**src/hw/rv_fe_macros.svh**
```systemverilog
// RV32I front end build constants
// Instruction width, instruction memory size and the reset vector

`ifndef RV_FE_MACROS_SVH
`define RV_FE_MACROS_SVH

// Instruction and PC width
`define RV_XLEN 32

// Words in the instruction memory, PC bits 7:2 select one
`define RV_IMEM_DEPTH 64

// First PC fetched after reset
`define RV_RESET_PC 32'h0000_0000

`endif

```
**src/hw/rv_fe_pkg.sv**
```systemverilog
// RV32I front end shared types
// Vector typedefs for the fetch and decode paths and the base ISA
// major opcode values

`default_nettype none

`include "rv_fe_macros.svh"

package rv_fe_pkg;

    typedef logic [`RV_XLEN-1:0] pc_t;
    typedef logic [`RV_XLEN-1:0] instr_t;
    typedef logic [4:0]          reg_addr_t;
    typedef logic [6:0]          opcode_t;
    typedef logic [2:0]          funct3_t;
    typedef logic [6:0]          funct7_t;
    typedef logic [$clog2(`RV_IMEM_DEPTH)-1:0] imem_addr_t;  // Word address

    // RV32I major opcodes, instr[6:0]
    localparam opcode_t LUI      = 7'b0110111;
    localparam opcode_t AUIPC    = 7'b0010111;
    localparam opcode_t JAL      = 7'b1101111;
    localparam opcode_t JALR     = 7'b1100111;
    localparam opcode_t BRANCH   = 7'b1100011;
    localparam opcode_t LOAD     = 7'b0000011;
    localparam opcode_t STORE    = 7'b0100011;
    localparam opcode_t OP_IMM   = 7'b0010011;
    localparam opcode_t OP       = 7'b0110011;
    localparam opcode_t MISC_MEM = 7'b0001111;  // FENCE
    localparam opcode_t SYSTEM   = 7'b1110011;  // ECALL, EBREAK, CSR

endpackage

`default_nettype wire

```
**src/hw/fe_bus_if.sv**
```systemverilog
// Front end pipeline buses
// fetch_bus_if links the PC generator to the IF/ID register,
// dec_bus_if links the IF/ID register to the decode stage

`timescale 1ns/100ps
`default_nettype none

interface fetch_bus_if import rv_fe_pkg::*; ();

    pc_t  pc;       // PC offered for fetch
    pc_t  pc_next;  // pc + 4
    logic valid;
    logic ready;    // Also the memory read enable
    logic flush;    // Redirect this cycle

    modport src  (output pc, pc_next, valid, input ready, flush);
    modport sink (input pc, pc_next, valid, flush, output ready);

endinterface

interface dec_bus_if import rv_fe_pkg::*; ();

    logic      valid;
    logic      ready;
    pc_t       pc;
    pc_t       pc_next;
    instr_t    instr;
    opcode_t   opcode;
    reg_addr_t rd;
    funct3_t   funct3;
    reg_addr_t rs1;
    reg_addr_t rs2;
    funct7_t   funct7;

    modport src (
        output valid, pc, pc_next, instr, opcode, rd, funct3, rs1, rs2, funct7,
        input  ready
    );
    modport sink (
        input  valid, pc, pc_next, instr, opcode, rd, funct3, rs1, rs2, funct7,
        output ready
    );

endinterface

`default_nettype wire

```
**src/hw/if_id_reg.sv**
```systemverilog
// IF/ID pipeline register
// Delays the fetched PC one stage to line up with the memory word, then
// registers PC, PC + 4, the instruction and its fixed fields

`timescale 1ns/100ps
`default_nettype none

module if_id_reg import rv_fe_pkg::*; (
    input  wire         clk,
    input  wire         i_rst,
    input  wire instr_t i_instr,     // Memory word, one cycle behind its PC
    fetch_bus_if.sink   fetch_bus,
    dec_bus_if.src      dec_bus
);

    pc_t  pc_s1;
    pc_t  pc_next_s1;
    logic valid_s1;  // PC stage matching the memory read in flight
    logic en;

    // Move when decode takes the item or the output stage is empty
    assign en              = dec_bus.ready || !dec_bus.valid;
    assign fetch_bus.ready = en;

    always_ff @(posedge clk) begin
        if (i_rst || fetch_bus.flush) begin
            valid_s1        <= 1'b0;
            pc_s1           <= '0;
            pc_next_s1      <= '0;
            dec_bus.valid   <= 1'b0;
            dec_bus.pc      <= '0;
            dec_bus.pc_next <= '0;
            dec_bus.instr   <= '0;
            dec_bus.opcode  <= '0;
            dec_bus.rd      <= '0;
            dec_bus.funct3  <= '0;
            dec_bus.rs1     <= '0;
            dec_bus.rs2     <= '0;
            dec_bus.funct7  <= '0;
        end else if (en) begin
            valid_s1        <= fetch_bus.valid;
            pc_s1           <= fetch_bus.pc;
            pc_next_s1      <= fetch_bus.pc_next;
            dec_bus.valid   <= valid_s1;
            dec_bus.pc      <= pc_s1;
            dec_bus.pc_next <= pc_next_s1;
            dec_bus.instr   <= i_instr;
            dec_bus.opcode  <= i_instr[6:0];
            dec_bus.rd      <= i_instr[11:7];
            dec_bus.funct3  <= i_instr[14:12];
            dec_bus.rs1     <= i_instr[19:15];
            dec_bus.rs2     <= i_instr[24:20];
            dec_bus.funct7  <= i_instr[31:25];
        end
    end

endmodule

`default_nettype wire

```
**src/hw/imem_rom.sv**
```systemverilog
// Instruction memory
// Word array with one registered read port and a loader write port

`timescale 1ns/100ps
`default_nettype none

`include "rv_fe_macros.svh"

module imem_rom import rv_fe_pkg::*; (
    input  wire             clk,
    input  wire             i_re,
    input  wire imem_addr_t i_raddr,
    output instr_t          o_rdata,
    input  wire             i_we,
    input  wire imem_addr_t i_waddr,
    input  wire instr_t     i_wdata
);

    instr_t mem [`RV_IMEM_DEPTH];

    always_ff @(posedge clk) begin
        if (i_we) begin
            mem[i_waddr] <= i_wdata;  // Program load
        end
    end

    // Read data holds while the enable is low
    always_ff @(posedge clk) begin
        if (i_re) begin
            o_rdata <= mem[i_raddr];
        end
    end

endmodule

`default_nettype wire

```
**src/hw/inst_decode.sv**
```systemverilog
// RV32I decode stage
// Builds the sign-extended immediate for the opcode's format, flags
// unknown opcodes and registers the result behind a valid/ready port

`timescale 1ns/100ps
`default_nettype none

`include "rv_fe_macros.svh"

module inst_decode import rv_fe_pkg::*; (
    input  wire                clk,
    input  wire                i_rst,
    input  wire                i_flush,
    dec_bus_if.sink            dec_bus,
    output logic               o_valid,
    input  wire                i_ready,
    output pc_t                o_pc,
    output pc_t                o_pc_next,
    output reg_addr_t          o_rd,
    output reg_addr_t          o_rs1,
    output reg_addr_t          o_rs2,
    output funct3_t            o_funct3,
    output funct7_t            o_funct7,
    output opcode_t            o_opcode,
    output logic [`RV_XLEN-1:0] o_imm,
    output logic               o_illegal
);

    logic [`RV_XLEN-1:0] imm;
    logic                illegal;
    logic                en;
    instr_t              ins;

    assign ins = dec_bus.instr;

    always_comb begin
        imm     = '0;
        illegal = 1'b0;
        case (dec_bus.opcode)
            LOAD, OP_IMM, JALR, SYSTEM:
                imm = {{20{ins[31]}}, ins[31:20]};
            STORE:
                imm = {{20{ins[31]}}, ins[31:25], ins[11:7]};
            BRANCH:
                imm = {{19{ins[31]}}, ins[31], ins[7], ins[30:25], ins[11:8], 1'b0};
            LUI, AUIPC:
                imm = {ins[31:12], 12'b0};
            JAL:
                imm = {{11{ins[31]}}, ins[31], ins[19:12], ins[20], ins[30:21], 1'b0};
            OP, MISC_MEM:
                imm = '0;  // No immediate field
            default:
                illegal = 1'b1;
        endcase
        if (dec_bus.opcode[1:0] != 2'b11) begin
            illegal = 1'b1;  // Compressed or reserved encoding
        end
    end

    // Output register loads when empty or being taken
    assign en            = i_ready || !o_valid;
    assign dec_bus.ready = en;

    always_ff @(posedge clk) begin
        if (i_rst || i_flush) begin
            o_valid <= 1'b0;  // Drop anything fetched before a redirect
        end else if (en) begin
            o_valid <= dec_bus.valid;
        end
    end

    always_ff @(posedge clk) begin
        if (en) begin
            o_pc      <= dec_bus.pc;
            o_pc_next <= dec_bus.pc_next;
            o_rd      <= dec_bus.rd;
            o_rs1     <= dec_bus.rs1;
            o_rs2     <= dec_bus.rs2;
            o_funct3  <= dec_bus.funct3;
            o_funct7  <= dec_bus.funct7;
            o_opcode  <= dec_bus.opcode;
            o_imm     <= imm;
            o_illegal <= illegal;
        end
    end

endmodule

`default_nettype wire

```
**src/hw/pc_gen.sv**
```systemverilog
// Program counter generator
// Advances by one word per accepted fetch, loads the redirect target
// on a flush and holds while the pipeline is stalled

`timescale 1ns/100ps
`default_nettype none

`include "rv_fe_macros.svh"

module pc_gen import rv_fe_pkg::*; (
    input  wire         clk,
    input  wire         i_rst,
    input  wire pc_t    i_redirect_pc,
    fetch_bus_if.src    fetch_bus
);

    pc_t pc_q;

    // Redirect wins over a stall
    always_ff @(posedge clk) begin
        if (i_rst) begin
            pc_q <= pc_t'(`RV_RESET_PC);
        end else if (fetch_bus.flush) begin
            pc_q <= i_redirect_pc;
        end else if (fetch_bus.valid && fetch_bus.ready) begin
            pc_q <= pc_q + pc_t'(4);  // Next sequential word
        end
    end

    assign fetch_bus.pc      = pc_q;
    assign fetch_bus.pc_next = pc_q + pc_t'(4);

    // A PC is on offer in every cycle outside reset, so the first
    // fetch goes out on the first edge after reset falls
    assign fetch_bus.valid = ~i_rst;

endmodule

`default_nettype wire

```
**src/hw/rv_frontend_top.sv**
```systemverilog
// RV32I instruction front end
// PC generation, instruction memory, IF/ID register and decode, with a
// redirect input and a valid/ready decoded instruction output

`timescale 1ns/100ps
`default_nettype none

`include "rv_fe_macros.svh"

module rv_frontend_top import rv_fe_pkg::*; (
    input  wire                      clk,
    input  wire                      i_rst,
    input  wire                      i_imem_we,
    input  wire imem_addr_t          i_imem_waddr,
    input  wire instr_t              i_imem_wdata,
    input  wire                      i_redirect_valid,
    input  wire pc_t                 i_redirect_pc,
    input  wire                      i_dec_ready,
    output wire                      o_dec_valid,
    output wire pc_t                 o_dec_pc,
    output wire pc_t                 o_dec_pc_next,
    output wire reg_addr_t           o_dec_rd,
    output wire reg_addr_t           o_dec_rs1,
    output wire reg_addr_t           o_dec_rs2,
    output wire funct3_t             o_dec_funct3,
    output wire funct7_t             o_dec_funct7,
    output wire opcode_t             o_dec_opcode,
    output wire [`RV_XLEN-1:0]       o_dec_imm,
    output wire                      o_dec_illegal
);

    fetch_bus_if fetch_bus ();
    dec_bus_if   dec_bus ();

    imem_addr_t imem_raddr;
    instr_t     imem_rdata;

    assign fetch_bus.flush = i_redirect_valid;
    assign imem_raddr      = fetch_bus.pc[$bits(imem_addr_t)+1:2];  // Word address

    pc_gen pc_gen_i (
        .clk           (clk),
        .i_rst         (i_rst),
        .i_redirect_pc (i_redirect_pc),
        .fetch_bus     (fetch_bus.src)
    );

    imem_rom imem_rom_i (
        .clk     (clk),
        .i_re    (fetch_bus.ready),
        .i_raddr (imem_raddr),
        .o_rdata (imem_rdata),
        .i_we    (i_imem_we),
        .i_waddr (i_imem_waddr),
        .i_wdata (i_imem_wdata)
    );

    if_id_reg if_id_reg_i (
        .clk       (clk),
        .i_rst     (i_rst),
        .i_instr   (imem_rdata),
        .fetch_bus (fetch_bus.sink),
        .dec_bus   (dec_bus.src)
    );

    inst_decode inst_decode_i (
        .clk       (clk),
        .i_rst     (i_rst),
        .i_flush   (i_redirect_valid),
        .dec_bus   (dec_bus.sink),
        .o_valid   (o_dec_valid),
        .i_ready   (i_dec_ready),
        .o_pc      (o_dec_pc),
        .o_pc_next (o_dec_pc_next),
        .o_rd      (o_dec_rd),
        .o_rs1     (o_dec_rs1),
        .o_rs2     (o_dec_rs2),
        .o_funct3  (o_dec_funct3),
        .o_funct7  (o_dec_funct7),
        .o_opcode  (o_dec_opcode),
        .o_imm     (o_dec_imm),
        .o_illegal (o_dec_illegal)
    );

endmodule

`default_nettype wire

```
**config.mk**
```make
export PLATFORM = sky130hd
export DESIGN_NAME = rv_frontend_top
export DESIGN_NICKNAME = d
export VERILOG_FILES = /design/src/hw/rv_fe_pkg.sv /design/src/hw/fe_bus_if.sv /design/src/hw/if_id_reg.sv /design/src/hw/imem_rom.sv /design/src/hw/inst_decode.sv /design/src/hw/pc_gen.sv /design/src/hw/rv_frontend_top.sv
export VERILOG_INCLUDE_DIRS = /design/src /design/src/hw
export SDC_FILE = /design/constraint.sdc
export NUM_CORES = 2
export LEC_CHECK = 0
export ABC_AREA = 1
export BUFFER_PORTS_ARGS = -buffer_cell sky130_fd_sc_hd__buf_2
export CAP_MARGIN = 0
export CORE_UTILIZATION = 54
export DETAILED_ROUTE_END_ITERATION = 10
export PLACE_DENSITY_LB_ADDON = 0.1
export SYNTH_ARGS = -nofsm -noshare
export SYNTH_HDL_FRONTEND = slang
export SYNTH_SLANG_ARGS = --single-unit
```
**constraint.sdc**
```tcl
create_clock -name clk -period 8 [get_ports clk]
set_clock_uncertainty 0.05 [all_clocks]
set_input_delay 1.6 -clock clk [delete_from_list [all_inputs] [get_ports clk]]
set_output_delay 1.6 -clock clk [all_outputs]
set_load 0.1 [all_outputs]
```
# == Word-level counts from Yosys, hierarchy flattened ==
# Memories as Yosys holds them, arrays and structs flattened. A register that Yosys moved wholly into a read port is not among the register bits.
# Index checks and enable logic that the tools add are counted.
# word_totals
ff_bits,356
ram_bits,2048
input_bits,75
out_inout_bits,130
word_cells,56
memories,1
# memory_table
memory,depth,word_bits,read_ports,rd_ports_with_merged_regs,wr,line_no,rtl
imem_rom_i.mem,64,32,1,1,1,imem_rom.sv:19,instr_t mem [`RV_IMEM_DEPTH];
# op_classes
n_addsub,1
n_eq_ne,12
muxes,6
n_bitwise,1
n_reduce_logical,10
# op_table
cell,count
$pmux W32 S5,1
$mux W32,2
$add A32 B3 Y32 const B,1
$eq A7 B7 Y1 const B,4
$eq A7 B6 Y1 const B,3
$eq A7 B5 Y1 const B,2
$reduce_or A11 Y1,1
$eq A7 B2 Y1 const B,1
$eq A7 B4 Y1 const B,1
$reduce_or A4 Y1,1
$logic_or A1 B1 Y1,3
$mux W1,3
$logic_not A1 Y1,2
$ne A2 B2 Y1 const B,1
$reduce_bool A2 Y1,1
$reduce_or A2 Y1,1
$logic_and A1 B1 Y1,1
$not A1 Y1,1

# == Logic depth before layout (Yosys ltp) ==
# logic_depth
word_depth,6
depth_mapped,15
mapped_depth_nobuf,12

# == Hierarchy ==
# From an unflattened synthesis, not the netlist that was laid out.
# unflattened
hier_cells,8470
hier_area_um2,97038.1
# modules_own_cells
mod,n_inst,cells_each,area_per_inst_um2,seq_area_each_um2
imem_rom,1,6769,83058.4,62459.9
if_id_reg,1,1074,7086.8,3243.1
inst_decode,1,264,4616.9,3893.7
pc_gen,1,363,2275.9,640.6

# == Least setup slack after synthesis ==
# OpenSTA, ideal clock, no wires.
# synth_path
path_type,input to register
from,input i_imem_we
to,memory imem_rom_i.mem[48][0] (netlist bit) (enable)
arrival_ps,5228
t_required_ps,7448
path_slack_ps,2220
cell_stages,3
cell_sequence,clkbuf_1 > nand4_1 > nor4_1
# synth_between
elab_chain_cells,2
# synth_rtl
element,line_no,rtl
from (decl),rv_frontend_top.sv:13,"input wire i_imem_we,"
$mux W1,imem_rom.sv:22,if (i_we) begin
$mux W1 (implied by the code),imem_rom.sv:23,mem[i_waddr] <= i_wdata;
to (decl),imem_rom.sv:19,
# No other way between the ends.

==> flow_summary.ini <==
[min_path]
min_path_type = reg2reg

[worst_setup_path]
end_kind = register
cp.depth = 13
r2r_slack_ns = 4.00
reg2reg_from = pc_gen_i.fetch_bus.pc[2]$_SDFFE_PP0N_
crit_chain = buf_4, buf_12, nand2_1, nand3_1, nand2_1, nand2_1, nand2_1, inv_1, nand2_1, nand2_1, nand2_1, inv_1, nand2_1
worstPathRequired_ns = 8.58
startpoint = pc_gen_i.fetch_bus.pc[2]$_SDFFE_PP0N_
crit_slowest_cell = dfxtp_4
path_common_cell = nand2_1
crit_family = buffers and inverters
cp-endpoint = imem_rom_i.o_rdata[23]$_DFFE_PN_
critPathKind = reg2reg
reg2regPathDepth = 13
critPathArrivalTime_ns = 4.57
crit_buf_inv = 4
reg2reg_to = imem_rom_i.o_rdata[23]$_DFFE_PN_
path_max_fanout = 160
critPathMaxStageDelay_ns = 0.69
worst_setup_path_start_kind = register

[sta]
rsz0062_at_grt = no
period_needed_ns = 4.00
fin_setup_tns_ns = 0
post-route-period-util_pct = 49.9
max_freq_mhz = 250
relSlewSlack_pct = 17.0
hold_viol = 0
setup-violations-final = 0
slew_viol_final = 0
tightest_slew_ns = 1.25

[clocking]
htreeDepth = 4
ctsLongestPathBuffers = 3
cts.sinks = 2398
ctsHoldBuffers = 0
cts_buffers = 237
clock_tree.root_cell = clkbuf_16
cts_tree = built
post_cts_resized = 0
post_cts_buffers = 0
path_clk_slew_ns = 0.06
clkLatencyLatePin_ns = 0.89

[placed_design]
gp_congestion = 0.910
numPortBuffers = 204
placed_cell_area_um2 = 102000
hpwlAfterDp_mm = 164

[die]
io_pins = 205
dieArea_um2 = 185000
die_w_um = 430
fp.dieH_um = 430
core_um2 = 181000
num_rows = 156
initial_core_util_pct = 54.5

[routing]
wl_mm = 284
via_per_inst = 5.53
drc_errors = 0
drt_iter0_drc = 8671
vias = 66300
firstDrtPassIters = 6
wl_per_cell_um = 23.7
ant_nets = 0

[power]
power.density_nw_per_um2 = 246
irDropWorstVdd_v = 0.000275
p_leak_uw = 0.0441

[global_route]
grt_first_pass_wirelength_mm = 410
grt_pass1_vias = 61000
grt_max_degree = 161
grt-ovfl-total = 0
track_usage_pct = 30.5
antenna_found_initial = 15

[synth]
synth-seq-cells = 2398
syn_avg_cell_area_um2 = 10.6
yosysUniqueCellTypes = 31
synthesis.nets = 9400
ys_seq_area_share_pct = 70.9
synth_area_um2 = 98800
synth_cells = 9324
synth_warnings = 0

[cells_and_area]
layout-drive-gt1-share_pct = 7.82
fin_util_pct = 60.4
nets = 9473
area_growth_pct = 10.8
final_cell_area_um2 = 110000

[flow_run]
cap_violations = 0

[run_status]
outcome = complete, no violations
registers in the layout (all words and copies together) (netlist names), 5 cells and up:
| name | cells |
|---|---|
| if_id_reg_i.dec_bus.instr | 5 |
| if_id_reg_i.pc_next_s1 | 32 |
| pc_gen_i.fetch_bus.pc | 32 |
| imem_rom_i.o_rdata | 32 |
| inst_decode_i.o_rd | 5 |
| if_id_reg_i.pc_s1 | 30 |
| inst_decode_i.o_rs1 | 5 |
| inst_decode_i.o_pc | 30 |
| inst_decode_i.o_opcode | 7 |
| inst_decode_i.o_funct7 | 7 |
| inst_decode_i.o_pc_next | 32 |
| if_id_reg_i.dec_bus.opcode | 6 |
| if_id_reg_i.dec_bus.pc_next | 32 |
| inst_decode_i.o_imm | 32 |
| imem_rom_i.mem | 2048 |
| if_id_reg_i.dec_bus.pc | 30 |
| inst_decode_i.o_rs2 | 5 |
| if_id_reg_i.dec_bus.funct7 | 7 |
area by class of cell:
class | instances | area [um2]
Antenna cell | 8 | 20.0
Timing Repair Buffer | 312 | 1930
Inverter | 1148 | 4340
Sequential cell | 2398 | 70100
Clock buffer | 313 | 6310
Clock inverter | 125 | 1120
Tap cell | 2370 | 2970
Fill cell | 14600 | 71800
Multi-Input combinational cell | 5300 | 22700
placed cells by master (no fill, tap or decap), drive strengths merged, types with 7 or more instances in the layout:
master  Yosys  final
xor2       11     11
a21oi      83     83
inv      1146   1155
clkinv      2     95
nor2      696    696
a22o       14     14
bufinv      0     17
nor4        8      8
o211ai     20     20
nand3     969    969
edfxtp   2207   2207
diode       0      8
dfxtp     191    191
o22ai      31     31
a31oi       9      9
nand4      11     11
o21ai     406    406
buf       315    312
nand2    2997   2997
or2        30     30
clkbuf    163    313
and3        7      7
kinds of logic (layout without fill, tap and decap cells):
logic type	count (synthesis)	in the layout	share of synthesized area, %
XOR/XNOR	11	11	0.0975
AND/OR/NAND/NOR	4725	4725	19.4
AO/OA/AOI/OAI	563	563	3.01
other	0	8	0
flip-flops	2398	2398	70.9
buffers and inverters	1626	1898	6.60
adder cells (fa/ha/maj)	1	1	0.0127
metrics by stage:
stage / total power, uW / setup slack [ns] / std cells / hold WS [ns]
after floorplan: 15400 / 2.22 / 9324 / 0.358
after global placement: 16300 / 3.61 / 11500 / 0.362
after detailed placement: 16400 / 3.56 / 11500 / 0.364
after CTS: 27000 / 4.12 / 12000 / 0.362
after global routing: 27600 / 3.78 / 12000 / 0.393
final: 26900 / 4.00 / 12000 / 0.376
worst reg2reg max path, cell delays in order, from the launching register on:
cell and delay, ns:
dfxtp_4 0.69, buf_4 0.68, buf_12 0.62, nand2_1 0.40, nand3_1 0.18, nand2_1 0.07
nand2_1 0.12, nand2_1 0.08, inv_1 0.05, nand2_1 0.10, nand2_1 0.35, nand2_1 0.09
inv_1 0.18, nand2_1 0.09
how the worst min path moves through the flow:
stage / depth (start not counted) / to / start
after CTS: 0 / inst_decode_i.o_pc_next[2]$_DFFE_PP_ / if_id_reg_i.dec_bus.pc_next[2]$_SDFFE_PP0N_
after global placement: 0 / inst_decode_i.o_funct7[3]$_DFFE_PP_ / if_id_reg_i.dec_bus.funct7[3]$_SDFFE_PP0N_
final: 0 / inst_decode_i.o_pc_next[2]$_DFFE_PP_ / if_id_reg_i.dec_bus.pc_next[2]$_SDFFE_PP0N_
after detailed placement: 0 / inst_decode_i.o_pc[9]$_DFFE_PP_ / if_id_reg_i.dec_bus.pc[9]$_SDFFE_PP0N_
after floorplan: 0 / inst_decode_i.o_funct7[0]$_DFFE_PP_ / if_id_reg_i.dec_bus.funct7[0]$_SDFFE_PP0N_
after global routing: 0 / inst_decode_i.o_pc[17]$_DFFE_PP_ / if_id_reg_i.dec_bus.pc[17]$_SDFFE_PP0N_
cell usage after synthesis:
| cell type | instances | area [um2] |
|---|---|---|
| clkbuf_1 | 163 | 612 |
| nand2_1 | 2996 | 11200 |
| ha_1 | 1 | 12.5 |
| nor4_1 | 8 | 50.1 |
| o211ai_1 | 20 | 150 |
| xor2_1 | 11 | 96.3 |
| and3_1 | 7 | 43.8 |
| edfxtp_1 | 2207 | 66300 |
| nor2_1 | 690 | 2590 |
| a21oi_1 | 83 | 415 |
| nor3_1 | 5 | 25.0 |
| clkinv_1 | 2 | 7.51 |
| nor2_2 | 4 | 25.0 |
| nand2_2 | 1 | 6.26 |
| o22ai_1 | 31 | 194 |
| a31oi_1 | 9 | 56.3 |
| o21ai_1 | 31 | 155 |
| or2_2 | 30 | 188 |
| nor2_4 | 2 | 22.5 |
| inv_1 | 1142 | 4290 |
| a22o_1 | 14 | 123 |
| nand3_1 | 969 | 4850 |
| o21ai_0 | 375 | 1880 |
| buf_4 | 31 | 233 |
| inv_2 | 4 | 15.0 |
| dfxtp_1 | 191 | 3820 |
| buf_2 | 241 | 1210 |
| buf_1 | 43 | 161 |
| nor2b_1 | 1 | 6.26 |
| nor3_2 | 1 | 10.0 |
| nand4_1 | 11 | 68.8 |
report_power, final:
group / total, uW / leakage (uW) / internal (uW) / switching, uW
sequential: 13900 / 0.0219 / 13800 / 102
combinational: 2200 / 0.0186 / 454 / 1740
clock: 10800 / 0.00362 / 6070 / 4720
total: 26900 / 0.0441 / 20400 / 6570
per-layer routing:
layer | part of all wire (%) | wire, um | up-vias | GRT usage, %
met2 | 46 | 131000 | 3047 | 47.3
li1 | - | - | 30700 | -
met3 | 9.1 | 25900 | 468 | 5.06
met5 | 0.074 | 209 | - | 0.807
met4 | 3.7 | 10400 | 2 | 11.2
met1 | 41 | 116000 | 32000 | 43.5
Power figures use the tool's default switching activity.
